[src/haar_db.mem]
// One word per line: digit A, B or C marks the stage, F a threshold word, then the address.
A00
A01
A02
A03
A04
A05
A06
A07
A08
A09
A0A
A0B
A0C
A0D
A0E
A0F
A10
A11
F12
F13
F14
B15
B16
B17
B18
B19
B1A
B1B
B1C
B1D
B1E
B1F
B20
B21
B22
B23
B24
B25
B26
F27
F28
F29
C2A
C2B
C2C
C2D
C2E
C2F
C30
C31
C32
C33
C34
C35
C36
C37
C38
C39
C3A
C3B
C3C
C3D
C3E
C3F
C40
C41
C42
C43
C44
C45
C46
C47
C48
C49
C4A
C4B
C4C
C4D
F4E
F4F
F50

[src/haar_db_pkg.sv]
package haar_db_pkg;

	localparam int DB_DATA_WIDTH = 12;
	localparam int DB_INDEX_WIDTH = 12;

	localparam int NUM_PARAM_PER_CLASSIFIER = 18;
	localparam int WORDS_PER_TREE = 6; // Three trees per classifier.
	localparam int NUM_STAGE_THRESHOLD = 3;

	localparam int NUM_STAGES_DEF = 3;

	// Classifier count and ROM base address of each stage.
	localparam int STAGE_CLASSIFIERS [NUM_STAGES_DEF] = '{1, 1, 2};
	localparam int STAGE_BASE [NUM_STAGES_DEF] = '{0, 21, 42};

	localparam int DB_WORDS = 81;
	localparam string DB_MEM_FILE = "/design/src/haar_db.mem";

	typedef logic [DB_DATA_WIDTH-1:0] db_word_t;
	typedef logic [DB_INDEX_WIDTH-1:0] db_index_t;

endpackage

[src/haar_db.sv]
`timescale 1ns/100ps

module haar_db
	import haar_db_pkg::*;
#(
	parameter int NUM_STAGES = NUM_STAGES_DEF,
	parameter int DATA_WIDTH = DB_DATA_WIDTH,
	parameter int INDEX_WIDTH = DB_INDEX_WIDTH
) (
	input  logic                  clk,
	input  logic                  i_arst_n,
	input  logic                  i_start,
	input  logic                  i_enable,
	output db_word_t              o_data [NUM_STAGES],
	output db_index_t             o_index_tree [NUM_STAGES],
	output db_index_t             o_index_classifier [NUM_STAGES],
	output db_index_t             o_index_database [NUM_STAGES],
	output logic [NUM_STAGES-1:0] o_end_tree,
	output logic [NUM_STAGES-1:0] o_end_single_classifier,
	output logic [NUM_STAGES-1:0] o_end_all_classifier,
	output logic [NUM_STAGES-1:0] o_end_database,
	output logic [NUM_STAGES-1:0] o_stage_done,
	output logic                  o_end
);

	logic clear;
	logic advance;

	haar_db_launch u_launch (
		.clk        (clk),
		.i_arst_n   (i_arst_n),
		.i_start    (i_start),
		.i_enable   (i_enable),
		.i_all_done (o_end),
		.o_clear    (clear),
		.o_advance  (advance)
	);

	for (genvar g = 0; g < NUM_STAGES; g++) begin : g_stage
		haar_db_stage #(
			.NUM_CLASSIFIERS (STAGE_CLASSIFIERS[g]),
			.BASE_ADDR       (STAGE_BASE[g]),
			.DATA_WIDTH      (DATA_WIDTH),
			.INDEX_WIDTH     (INDEX_WIDTH)
		) u_stage (
			.clk                     (clk),
			.i_arst_n                (i_arst_n),
			.i_clear                 (clear),
			.i_advance               (advance),
			.o_data                  (o_data[g]),
			.o_index_tree            (o_index_tree[g]),
			.o_index_classifier      (o_index_classifier[g]),
			.o_index_database        (o_index_database[g]),
			.o_end_tree              (o_end_tree[g]),
			.o_end_single_classifier (o_end_single_classifier[g]),
			.o_end_all_classifier    (o_end_all_classifier[g]),
			.o_end_database          (o_end_database[g])
		);
	end

	haar_db_done #(
		.NUM_STAGES (NUM_STAGES)
	) u_done (
		.clk          (clk),
		.i_arst_n     (i_arst_n),
		.i_clear      (clear),
		.i_stage_end  (o_end_database),
		.o_stage_done (o_stage_done),
		.o_all_done   (o_end)
	);

endmodule

[src/haar_db_done.sv]
`timescale 1ns/100ps

module haar_db_done
	import haar_db_pkg::*;
#(
	parameter int NUM_STAGES = NUM_STAGES_DEF
) (
	input  logic                  clk,
	input  logic                  i_arst_n,
	input  logic                  i_clear,
	input  logic [NUM_STAGES-1:0] i_stage_end,
	output logic [NUM_STAGES-1:0] o_stage_done,
	output logic                  o_all_done
);

	always_ff @(posedge clk or negedge i_arst_n) begin
		if (!i_arst_n) begin
			o_stage_done <= '0;
		end else if (i_clear) begin
			o_stage_done <= '0;
		end else begin
			o_stage_done <= o_stage_done | i_stage_end; // Sticky.
		end
	end

	// Rises one edge behind the last flag and holds until the next clear.
	always_ff @(posedge clk or negedge i_arst_n) begin
		if (!i_arst_n) begin
			o_all_done <= 1'b0;
		end else if (i_clear) begin
			o_all_done <= 1'b0;
		end else begin
			o_all_done <= &o_stage_done;
		end
	end

endmodule

[src/haar_db_launch.sv]
`timescale 1ns/100ps

module haar_db_launch (
	input  logic clk,
	input  logic i_arst_n,
	input  logic i_start,
	input  logic i_enable,
	input  logic i_all_done,
	output logic o_clear,
	output logic o_advance
);

	logic run;

	always_ff @(posedge clk or negedge i_arst_n) begin
		if (!i_arst_n) begin
			run <= 1'b0;
			o_clear <= 1'b0;
		end else begin
			o_clear <= i_start; // One cycle per sampled start.
			if (i_start) begin
				run <= 1'b1;
			end else if (i_all_done && !o_clear) begin
				// All-done is still stale from the last pass while clear is high.
				run <= 1'b0;
			end
		end
	end

	// Shared by every stage reader.
	assign o_advance = run && i_enable && !o_clear;

endmodule

[src/haar_db_stage.sv]
`timescale 1ns/100ps

module haar_db_stage
	import haar_db_pkg::*;
#(
	parameter int NUM_CLASSIFIERS = 1,
	parameter int BASE_ADDR = 0,
	parameter int DATA_WIDTH = DB_DATA_WIDTH,
	parameter int INDEX_WIDTH = DB_INDEX_WIDTH
) (
	input  logic      clk,
	input  logic      i_arst_n,
	input  logic      i_clear,
	input  logic      i_advance,
	output db_word_t  o_data,
	output db_index_t o_index_tree,
	output db_index_t o_index_classifier,
	output db_index_t o_index_database,
	output logic      o_end_tree,
	output logic      o_end_single_classifier,
	output logic      o_end_all_classifier,
	output logic      o_end_database
);

	localparam int TREES_PER_CLASSIFIER = NUM_PARAM_PER_CLASSIFIER / WORDS_PER_TREE;
	localparam int STAGE_WORDS = NUM_CLASSIFIERS * NUM_PARAM_PER_CLASSIFIER
		+ NUM_STAGE_THRESHOLD;
	localparam int TW_WIDTH = $clog2(WORDS_PER_TREE);

	logic [DATA_WIDTH-1:0] rom [DB_WORDS];

	logic [INDEX_WIDTH-1:0] word_cnt;
	logic [TW_WIDTH-1:0]    tree_word;
	logic [INDEX_WIDTH-1:0] tree_cnt;
	logic [INDEX_WIDTH-1:0] cls_cnt;
	logic                   finished;

	logic step;
	logic in_threshold;
	logic last_tree_word;
	logic last_cls_word;
	logic last_all_word;
	logic last_db_word;

	initial begin
		$readmemh(DB_MEM_FILE, rom); // Each stage reads its slice at BASE_ADDR.
	end

	assign step = i_advance && !finished && !i_clear;

	// Classifier counter sits at NUM_CLASSIFIERS during the threshold words.
	assign in_threshold = (cls_cnt == NUM_CLASSIFIERS);
	assign last_tree_word = !in_threshold && (tree_word == WORDS_PER_TREE - 1);
	assign last_cls_word = last_tree_word && (tree_cnt == TREES_PER_CLASSIFIER - 1);
	assign last_all_word = last_cls_word && (cls_cnt == NUM_CLASSIFIERS - 1);
	assign last_db_word = (word_cnt == STAGE_WORDS - 1);

	always_ff @(posedge clk or negedge i_arst_n) begin
		if (!i_arst_n) begin
			o_data <= '0;
			o_index_database <= '0;
			o_index_classifier <= '0;
			o_index_tree <= '0;
		end else if (step) begin
			o_data <= rom[BASE_ADDR + word_cnt];
			o_index_database <= word_cnt;
			o_index_classifier <= cls_cnt;
			o_index_tree <= tree_cnt;
		end
	end

	always_ff @(posedge clk or negedge i_arst_n) begin
		if (!i_arst_n) begin
			word_cnt <= '0;
			tree_word <= '0;
			tree_cnt <= '0;
			cls_cnt <= '0;
			finished <= 1'b0;
			o_end_tree <= 1'b0;
			o_end_single_classifier <= 1'b0;
			o_end_all_classifier <= 1'b0;
			o_end_database <= 1'b0;
		end else if (i_clear) begin
			word_cnt <= '0;
			tree_word <= '0;
			tree_cnt <= '0;
			cls_cnt <= '0;
			finished <= 1'b0;
			o_end_tree <= 1'b0;
			o_end_single_classifier <= 1'b0;
			o_end_all_classifier <= 1'b0;
			o_end_database <= 1'b0;
		end else begin
			o_end_tree <= step && last_tree_word;
			o_end_single_classifier <= step && last_cls_word;
			o_end_all_classifier <= step && last_all_word;
			o_end_database <= step && last_db_word;
			if (step) begin
				finished <= last_db_word; // Stops after the last threshold word.
				if (!last_db_word) begin
					word_cnt <= word_cnt + 1'b1;
				end
				if (!in_threshold) begin
					if (last_tree_word) begin
						tree_word <= '0;
						if (last_cls_word) begin
							tree_cnt <= '0;
							cls_cnt <= cls_cnt + 1'b1;
						end else begin
							tree_cnt <= tree_cnt + 1'b1;
						end
					end else begin
						tree_word <= tree_word + 1'b1;
					end
				end
			end
		end
	end

endmodule

[config.mk]
export PLATFORM = sky130hd
export DESIGN_NAME = haar_db
export DESIGN_NICKNAME = d
export VERILOG_FILES = /design/src/haar_db_pkg.sv /design/src/haar_db.sv /design/src/haar_db_done.sv /design/src/haar_db_launch.sv /design/src/haar_db_stage.sv
export SDC_FILE = /design/constraint.sdc
export NUM_CORES = 1
export LEC_CHECK = 0
export ABC_CLOCK_PERIOD_IN_PS = 2200
export BUFFER_PORTS_ARGS = -buffer_cell sky130_fd_sc_hd__buf_4
export CORE_MARGIN = 8
export CORE_UTILIZATION = 47
export DETAILED_ROUTE_END_ITERATION = 6
export PLACE_DENSITY = 0.78
export SYNTH_ARGS = -nofsm -noshare
export SYNTH_HDL_FRONTEND = slang
export SYNTH_HIERARCHICAL = 1
export SYNTH_SLANG_ARGS = --single-unit
[constraint.sdc]
create_clock -name clk -period 2.2 [get_ports clk]
set_input_delay 0 -clock clk [delete_from_list [all_inputs] [get_ports clk]]
set_output_delay 0 -clock clk [all_outputs]
set_load 0.005 [all_outputs]
==> impl_metrics.json, run 1 <==
{
  "design.core.area_um2": 25100,
  "finalWirelength_um": 27000,
  "synth_top_area_cell": "dfrtp_1",
  "chipHeight_um": 176,
  "ys_warn_count": 6,
  "reg2regPathDepth": 7,
  "end_kind": "flop",
  "ys_seq_area_share_pct": 51.5,
  "area_growth_pct": 19.9,
  "grt_pass1_vias": 8721,
  "dp.cells": 1498,
  "fp.dieArea_um2": 30800,
  "ys_types": 64,
  "yosysTopAreaCellShare_pct": 51.5,
  "intPower_w": 0.00764,
  "grt_start_max_net_pins": 115,
  "cts-root-buf": "clkbuf_16",
  "initial_utilization_pct": 47.6,
  "finalClockSkew_ps": 10.4,
  "avgViaCountPerCell": 5.64,
  "synth_commonest_cells": "dfrtp_1, mux2_2, nor2_1",
  "clk_latency_ps": 520,
  "p_switching_w": 0.00204,
  "crit_fanout": 13,
  "ioPinCount": 164,
  "finalCritPeriodShare_pct": 93.1,
  "rr_startpoint": "g_stage[0].u_stage/tree_cnt[0]",
  "cts_tree": "built",
  "reg2reg_to": "g_stage[0].u_stage/cls_cnt[11]",
  "gp_congestion": 0.881,
  "n_antenna_cell": 0,
  "synth_edf_count": 0,
  "antenna_found_initial": 0,
  "grt_pass1_wl_um": 44800,
  "wl_per_cell_um": 17.5,
  "yosysMostFrequentCell": "dfrtp_1",
  "p_total_w": 0.00968,
  "power_density_nw_per_um2": 675,
  "htreeDepth": 1,
  "finish.net_count": 1229,
  "clkPwrFrac_pct": 48.3,
  "ir_drop_v": 0.000513,
  "synth_top_flop_cell": "dfrtp_1",
  "cp-start-kind": "flop",
  "post_synth_inst_count": 1056,
  "rsz0062_at_grt": "false",
  "netlist_area_um2": 12000,
  "drc_errors": 0,
  "rrSetupSlack_ps": 150,
  "hold_class": "primary input to async pin",
  "dp_hpwl_um": 18300,
  "cts_setup_buffers": 0,
  "clockBufferDepth": 3,
  "overflow": 0,
  "setup_viol": 0,
  "finalHoldViolCount": 0,
  "io_buffers": 127,
  "arrival_ps": 2430,
  "num_rows": 58,
  "drt_iter0_drc": 627,
  "fmaxAchievable_mhz": 488,
  "ant_nets": 0,
  "syn_avg_cell_area_um2": 11.3,
  "synthArstFlopShare_pct": 100,
  "maxCapViolCount": 0,
  "ys_seq_elements": 246,
  "drt_first_pass_iters": 5,
  "clkTransAtPathRegs_ps": 60,
  "relSlewSlack_pct": 60.6,
  "worstSetupPathType": "flop to flop",
  "leakage_nw": 6.61,
  "drive_above_1_share_pct": 29.6,
  "seq_power_share_pct": 47.4,
  "post-route-min-period_ps": 2050,
  "status": "complete, no violations",
  "worst_pin_slew_ps": 590,
  "instances_no_fill": 1548,
  "grt.total_usage_pct": 17.0,
  "synthTopCellsByArea": "dfrtp_1, mux2_2, ha_1",
  "drv_slew": 0,
  "combPwrFrac_pct": 4.2,
  "nFillCells": 2095,
  "die_w_um": 176,
  "cts.sinks": 246,
  "dr_total_vias": 8737,
  "required_ps": 2580,
  "cts_buffers": 26,
  "sw_frac_of_total_pct": 21.0
}
==> registers in the layout, summed over array words and instances (netlist names), 9 cells and up <==
register / flops
g_stage.u_stage/cls_cnt: 36
g_stage.u_stage/o_index_classifier: 36
g_stage.u_stage/o_index_database: 36
g_stage.u_stage/o_index_tree: 36
g_stage.u_stage/tree_cnt: 36
g_stage.u_stage/word_cnt: 36
g_stage.u_stage/tree_word: 9
==> worst max path at each step <==
stage / start / end / slack [ps] / depth (start not counted)
finish: g_stage[0].u_stage/tree_cnt[0] / g_stage[0].u_stage/cls_cnt[11] / 150 / 7
global route: g_stage[0].u_stage/tree_cnt[0] / g_stage[0].u_stage/cls_cnt[11] / 20 / 7
CTS: g_stage[2].u_stage/tree_cnt[0] / g_stage[2].u_stage/cls_cnt[5] / 50 / 6
detailed placement: u_launch/o_clear / g_stage[2].u_stage/cls_cnt[6] / -80 / 5
global placement: u_launch/o_clear / g_stage[2].u_stage/cls_cnt[10] / -20 / 5
floorplan: u_launch/o_clear / g_stage[2].u_stage/cls_cnt[9] / 270 / 6
==> metrics by stage <==
step | setup WS (ps) | cell area, µm² | utilization, % | setup TNS, ps | hold WS, ps
global route | 21.2 | 14300 | 57.1 | 0 | 76.2
floorplan | 267 | 12100 | - | 0 | -296
finish | 152 | 14300 | 57.1 | 0 | 13.7
global placement | -21.4 | 13300 | 53.1 | -102 | 2.05
CTS | 50.3 | 14300 | 56.9 | 0 | 51.7
detailed placement | -80.1 | 13300 | 53.1 | -692 | 7.89
==> cell type report <==
| cell class | instances | area, µm² | share of cell area [%] |
|---|---|---|---|
| Clock buffer | 39 | 791 | 5.51 |
| Clock inverter | 9 | 149 | 1.04 |
| Tap cell | 330 | 413 | 2.88 |
| Inverter | 37 | 139 | 0.969 |
| Multi-Input combinational cell | 722 | 5350 | 37.3 |
| Timing Repair Buffer | 165 | 1340 | 9.34 |
| Sequential cell | 246 | 6160 | 43.0 |
==> layer usage <==
layer / track usage (%) / routed length [µm]
met5: 0 / 0
met4: 4.34 / 516
met3: 3.54 / 1790
met2: 27.8 / 12900
met1: 22.8 / 11800
==> power by group through the flow <==
stage / sequential [W] / combinational, W / clock [W]
detailed placement: 0.00467 / 0.000405 / 0
floorplan: 0.00466 / 0.000247 / 0
finish: 0.00459 / 0.000409 / 0.00468
global route: 0.00459 / 0.000458 / 0.00495
CTS: 0.00459 / 0.000412 / 0.00480
global placement: 0.00467 / 0.000396 / 0
==> cell usage in the layout, fill, tap and decap left out, drive strengths merged, types with 6 or more instances in the layout <==
master,n
or4,8
nand3,39
nor4b,14
nor2,74
a21oi,43
clkbuf,39
nor4,42
ha,27
conb,36
xnor2,37
or3,16
nand4,27
o21ai,15
inv,37
nand2,58
nor2b,7
dfrtp,246
nor3,16
o31ai,16
o32ai,18
and4,11
nor3b,9
buf,163
and3,13
a21o,6
mux2,111
mux2i,9
and2,11
o311ai,7
==> kinds of logic after synthesis <==
logic type	Yosys count	synth area share, %
AOI/OAI and AO/OA	133	7.71
xor gates and xnor gates	42	3.08
adders and majority gates	27	2.83
buffers and inverters	121	5.38
DFF	246	51.5
muxes	120	11.2
other	3	0.0942
and+or+nand+nor	364	18.2
==> critical path, cell delays in order, from the launching register on <==
cell and delay, ps:
dfrtp_1 430, inv_1 80, ha_1 140, nor4b_4 210, nand3_2 330, nor4_4 450, a31o_1 210, a21oi_1 60
==> what timing repair did <==
action	in CTS	in global routing
gates resized for setup	1	10
endpoints found under the hold margin	218	0
endpoints found under the setup margin	23	35
hold buffers	2	0
(Power assumes the default switching activity.)
==> inputs of run 2 (changes only) <==
--- a/config.mk
+++ b/config.mk
@@ -5,7 +5,7 @@
 export SDC_FILE = /design/constraint.sdc
 export NUM_CORES = 1
 export LEC_CHECK = 0
-export ABC_CLOCK_PERIOD_IN_PS = 2200
+export ABC_CLOCK_PERIOD_IN_PS = 2500
 export BUFFER_PORTS_ARGS = -buffer_cell sky130_fd_sc_hd__buf_4
 export CORE_MARGIN = 8
 export CORE_UTILIZATION = 47
==> constraint.sdc (replaced) <==
create_clock -name clk -period 2.5 [get_ports clk]
set_input_delay 0 -clock clk [delete_from_list [all_inputs] [get_ports clk]]
set_output_delay 0 -clock clk [all_outputs]
set_load 0.005 [all_outputs]
==> impl_metrics.json, run 2 (same netlist as run 1, synthesis figures left out) <==
{
  "seq_area_um2": 6160,
  "end_kind": "flop",
  "drc_errors": 0,
  "nFillCells": 2087,
  "setup_viol": 0,
  "cts_tree": "built",
  "relSlewSlack_pct": 57.5,
  "worst_pin_slew_ps": 637,
  "ant_nets": 0,
  "antenna_found_initial": 0,
  "hold_class": "primary input to async pin",
  "worstSetupPathType": "flop to flop",
  "ioPinCount": 164,
  "num_rows": 58,
  "final_common_cell": "dfrtp_1",
  "drv_slew": 0,
  "avgViaCountPerCell": 5.57,
  "cpPeakStageDelay_ps": 550,
  "finalClockSkew_ps": 22.1,
  "design.core.area_um2": 25100,
  "leakage_nw": 6.51,
  "die_w_um": 176,
  "power_density_nw_per_um2": 607,
  "cts.sinks": 246,
  "grt_pass1_wl_um": 43700,
  "p_total_w": 0.00859,
  "rr_startpoint": "u_launch/o_clear",
  "reg2regPathDepth": 6,
  "crit_start": "u_launch/o_clear",
  "drive_above_1_share_pct": 27.9,
  "clkTransAtPathRegs_ps": 60,
  "cts_setup_buffers": 0,
  "crit_fanout": 20,
  "rrSetupSlack_ps": 190,
  "required_ps": 2950,
  "n_antenna_cell": 0,
  "htreeDepth": 1,
  "io_buffers": 127,
  "cts-root-buf": "clkbuf_16",
  "crit_path_top_delay_cell": "or4_1",
  "status": "complete, no violations",
  "gp_congestion": 0.890,
  "wl_per_cell_um": 17.3,
  "arrival_ps": 2760,
  "fmaxAchievable_mhz": 433,
  "drt_first_pass_iters": 5,
  "finalSetupTns_ps": 0,
  "cts_buffers": 27,
  "cp-start-kind": "flop",
  "clk_latency_ps": 530,
  "finalHoldViolCount": 0,
  "finish.net_count": 1214,
  "drt_iter0_drc": 637,
  "fp.dieArea_um2": 30800,
  "multi_input_area_um2": 5310,
  "crit_end": "g_stage[2].u_stage/cls_cnt[10]",
  "grt.total_usage_pct": 16.6,
  "finalCritPeriodShare_pct": 92.4,
  "finalWirelength_um": 26400,
  "grt_start_max_net_pins": 115,
  "ir_drop_v": 0.000453,
  "timing.critical_path.cells": "nor2_1 -> buf_4 -> nand2b_1 -> a41o_1 -> or4_1 -> a21oi_1",
  "final_cell_mix": "dfrtp_1, buf_4, mux2_2",
  "dp_hpwl_um": 18100,
  "reg2reg_to": "g_stage[2].u_stage/cls_cnt[10]",
  "maxCapViolCount": 0,
  "rsz0062_at_grt": "false",
  "overflow": 0,
  "chipHeight_um": 176,
  "area_growth_pct": 18.4,
  "post-route-min-period_ps": 2310,
  "grt_pass1_vias": 8427,
  "dr_total_vias": 8525,
  "initial_utilization_pct": 47.6,
  "clockBufferDepth": 3
}
[run 2: power breakdown]
group / total [W] / internal [W] / leakage [nW] / switching, W
Sequential: 0.00404 / 0.00401 / 3.42 / 0.0000332
Combinational: 0.000337 / 0.000112 / 2.63 / 0.000225
Clock: 0.00421 / 0.00265 / 0.458 / 0.00156
[run 2: critical path, delay by kind of cell, from the launching register on]
| kind | cells | cell delay, ps |
|---|---|---|
| compound gates | 2 | 620 |
| simple gates | 3 | 940 |
| flops | 1 | 490 |
| buf+inv | 1 | 170 |
[run 2: area by class of cell]
cell class,count,area share [%]
clock inverters,13,1.58
clock buffers,34,5.10
flip-flops and latches,246,43.5
well taps,330,2.92
repair buffers,149,8.43
multi-input cells,722,37.5
inverters,37,0.981
[run 2: worst min-delay path by stage]
stage	slack (ps)	from	to
after floorplan	-300	i_arst_n	g_stage[0].u_stage/cls_cnt[0]
after global placement	30	i_arst_n	g_stage[2].u_stage/o_index_tree[5]
after detailed placement	40	i_arst_n	g_stage[2].u_stage/o_index_tree[5]
after CTS	50	i_enable	g_stage[0].u_stage/o_end_database
after global routing	100	i_arst_n	g_stage[2].u_stage/o_index_tree[5]
final	50	i_arst_n	g_stage[2].u_stage/o_index_tree[5]
[run 2: timing repair]
| action | in CTS | in global routing |
|---|---|---|
| endpoints found under the hold margin | 214 | 0 |
| endpoints found under the setup margin | 0 | 5 |
| resized for setup | 0 | 1 |
| hold buffers | 2 | 0 |
[run 2: routing by layer]
layer | GRT usage, % | up-vias | share of wire [%]
met5 | 0 | - | 0
met4 | 3.11 | 0 | 1.0
met3 | 3.93 | 30 | 6.7
met2 | 27.4 | 232 | 48
met1 | 22.1 | 4230 | 44
li1 | - | 4033 | -
[run 2: stage by stage]
stage | instance area, µm² | util (%) | worst slack, ps | cells | hold WS, ps
global route | 14200 | 56.4 | 3.76 | 1531 | 103
floorplan | 12100 | - | 567 | 1089 | -296
global placement | 13200 | 52.5 | 134 | 1482 | 31.9
detailed placement | 13200 | 52.5 | 66.1 | 1482 | 38.8
finish | 14200 | 56.4 | 189 | 1531 | 46.6
CTS | 14200 | 56.4 | 30.3 | 1531 | 48.5
==> inputs of run 3 (changes only) <==
--- a/config.mk
+++ b/config.mk
@@ -9,6 +9,7 @@
 export BUFFER_PORTS_ARGS = -buffer_cell sky130_fd_sc_hd__buf_4
 export CORE_MARGIN = 8
 export CORE_UTILIZATION = 47
+export CTS_BUF_LIST = sky130_fd_sc_hd__clkbuf_16
 export DETAILED_ROUTE_END_ITERATION = 6
 export PLACE_DENSITY = 0.78
 export SYNTH_ARGS = -nofsm -noshare
==> impl_metrics.json, run 3 (same netlist as run 1, synthesis figures left out) <==
{
  "status": "complete, no violations",
  "finalSetupTns_ps": 0,
  "intPower_w": 0.00669,
  "finalHoldViolCount": 0,
  "relSlewSlack_pct": 57.0,
  "end_kind": "flop",
  "seq_power_share_pct": 47.6,
  "finalWirelength_um": 26500,
  "nFillCells": 2088,
  "ioPinCount": 164,
  "cp-start-kind": "flop",
  "arrival_ps": 2760,
  "fp.dieArea_um2": 30800,
  "finalWorstSetupSlack_ps": 185,
  "clkPwrFrac_pct": 48.5,
  "clkTransAtPathRegs_ps": 60,
  "area_growth_pct": 18.2,
  "combPwrFrac_pct": 4.0,
  "timing.critical_path.cells": "nor2_1 -> buf_4 -> nand2b_1 -> a41o_1 -> or4_1 -> a21oi_1",
  "cpPeakStageDelay_ps": 550,
  "gp_congestion": 0.890,
  "chipHeight_um": 176,
  "dp_hpwl_um": 18100,
  "grt_start_max_net_pins": 115,
  "fin_util_pct": 56.3,
  "grt_pass1_wl_um": 43700,
  "cts-root-buf": "clkbuf_16",
  "cts_tree": "built",
  "dp.cells": 1482,
  "post-route-min-period_ps": 2310,
  "worstSetupPathType": "flop to flop",
  "finalCritPeriodShare_pct": 92.6,
  "maxCapViolCount": 0,
  "overflow": 0,
  "wl_per_cell_um": 17.3,
  "clk_latency_ps": 530,
  "fmaxAchievable_mhz": 432,
  "post-place-ws_ps": 66.1,
  "grt_pass1_vias": 8423,
  "drive_above_1_share_pct": 27.7,
  "dr_total_vias": 8519,
  "sw_frac_of_total_pct": 21.3,
  "clockBufferDepth": 3,
  "ir_drop_v": 0.000453,
  "cts_setup_buffers": 0,
  "final_common_cell": "dfrtp_1",
  "antenna_found_initial": 0,
  "n_antenna_cell": 0,
  "finalClockSkew_ps": 22.4,
  "avgViaCountPerCell": 5.56,
  "hold_class": "primary input to async pin",
  "finish.net_count": 1214,
  "ant_nets": 0,
  "cts_buffers": 27,
  "leakage_nw": 6.52,
  "power_density_nw_per_um2": 601,
  "crit_fanout": 20,
  "crit_path_top_delay_cell": "or4_1",
  "rsz0062_at_grt": "false",
  "initial_utilization_pct": 47.6,
  "io_buffers": 127,
  "htreeDepth": 1,
  "die_w_um": 176,
  "drt_first_pass_iters": 5,
  "design.core.area_um2": 25100,
  "p_switching_w": 0.00181,
  "drt_iter0_drc": 681,
  "grt.total_usage_pct": 16.6,
  "drc_errors": 0,
  "drv_slew": 0,
  "cts.sinks": 246,
  "final_cell_mix": "dfrtp_1, buf_4, mux2_2",
  "setup_viol": 0,
  "required_ps": 2950,
  "num_rows": 58,
  "instances_no_fill": 1531,
  "worst_pin_slew_ps": 645
}
==> run 3: changes by cell type in the layout (fill, tap and decap cells not counted) <==
cell and change:
inv_1 +5, clkinv_1 +2, clkbuf_8 -2, clkbuf_1 -5
==> run 3: metal layers <==
layer	vias to the layer above	global-route usage, %	part of all wire, %
met1	4214	22.3	44
met3	30	3.91	6.9
met5	-	0	0
li1	4034	-	-
met4	0	3.07	1.1
met2	241	27.3	48
==> run 3: stage by stage <==
step / hold WS (ps) / total power, W / area (µm²)
after floorplan: -296 / 0.00432 / 12100
after global placement: 31.9 / 0.00445 / 13200
after detailed placement: 38.8 / 0.00446 / 13200
after CTS: 48.5 / 0.00863 / 14100
after global routing: 103 / 0.00880 / 14100
final: 43.1 / 0.00850 / 14100
==> run 3: final timing paths <==
path | start | endpoint | slack [ps] | depth (start not counted)
min in group clk | i_enable | g_stage[0].u_stage/o_end_database | 50 | 5
max | u_launch/o_clear | g_stage[2].u_stage/cls_cnt[10] | 190 | 6
max in group asynchronous | i_arst_n | g_stage[1].u_stage/cls_cnt[1] | 1600 | 3
max reg2reg | u_launch/o_clear | g_stage[2].u_stage/cls_cnt[10] | 190 | 6
min reg2reg | u_launch/run | u_launch/run | 470 | 1
min | i_arst_n | g_stage[2].u_stage/o_index_tree[5] | 40 | 2
==> run 3: timing repair <==
action | in CTS | in global routing
gates resized for setup | 0 | 1
setup endpoints to repair | 0 | 5
hold buffers | 2 | 0
hold endpoints to repair | 214 | 0
==> run 3: layout make-up <==
cell class	instances	area [µm²]	share of cell area [%]
Clock buffer	27	676	4.78
Clock inverter	20	250	1.77
Inverter	37	139	0.982
Multi-Input combinational cell	722	5310	37.5
Sequential cell	246	6160	43.6
Tap cell	330	413	2.92
Timing Repair Buffer	149	1190	8.44
==> run 3: power groups by stage <==
| stage | clock (W) | sequential [W] | combinational, W |
|---|---|---|---|
| global placement | 0 | 0.00411 | 0.000331 |
| detailed placement | 0 | 0.00412 | 0.000340 |
| global route | 0.00437 | 0.00405 | 0.000381 |
| CTS | 0.00424 | 0.00404 | 0.000344 |
| floorplan | 0 | 0.00410 | 0.000217 |
| finish | 0.00412 | 0.00404 | 0.000336 |
==> run 3: critical path, delay by kind of cell (launching register included) <==
family          cells  cell delay, ps
compound gates      2             620
buf+inv             1             170
flops               1             490
simple gates        3             940
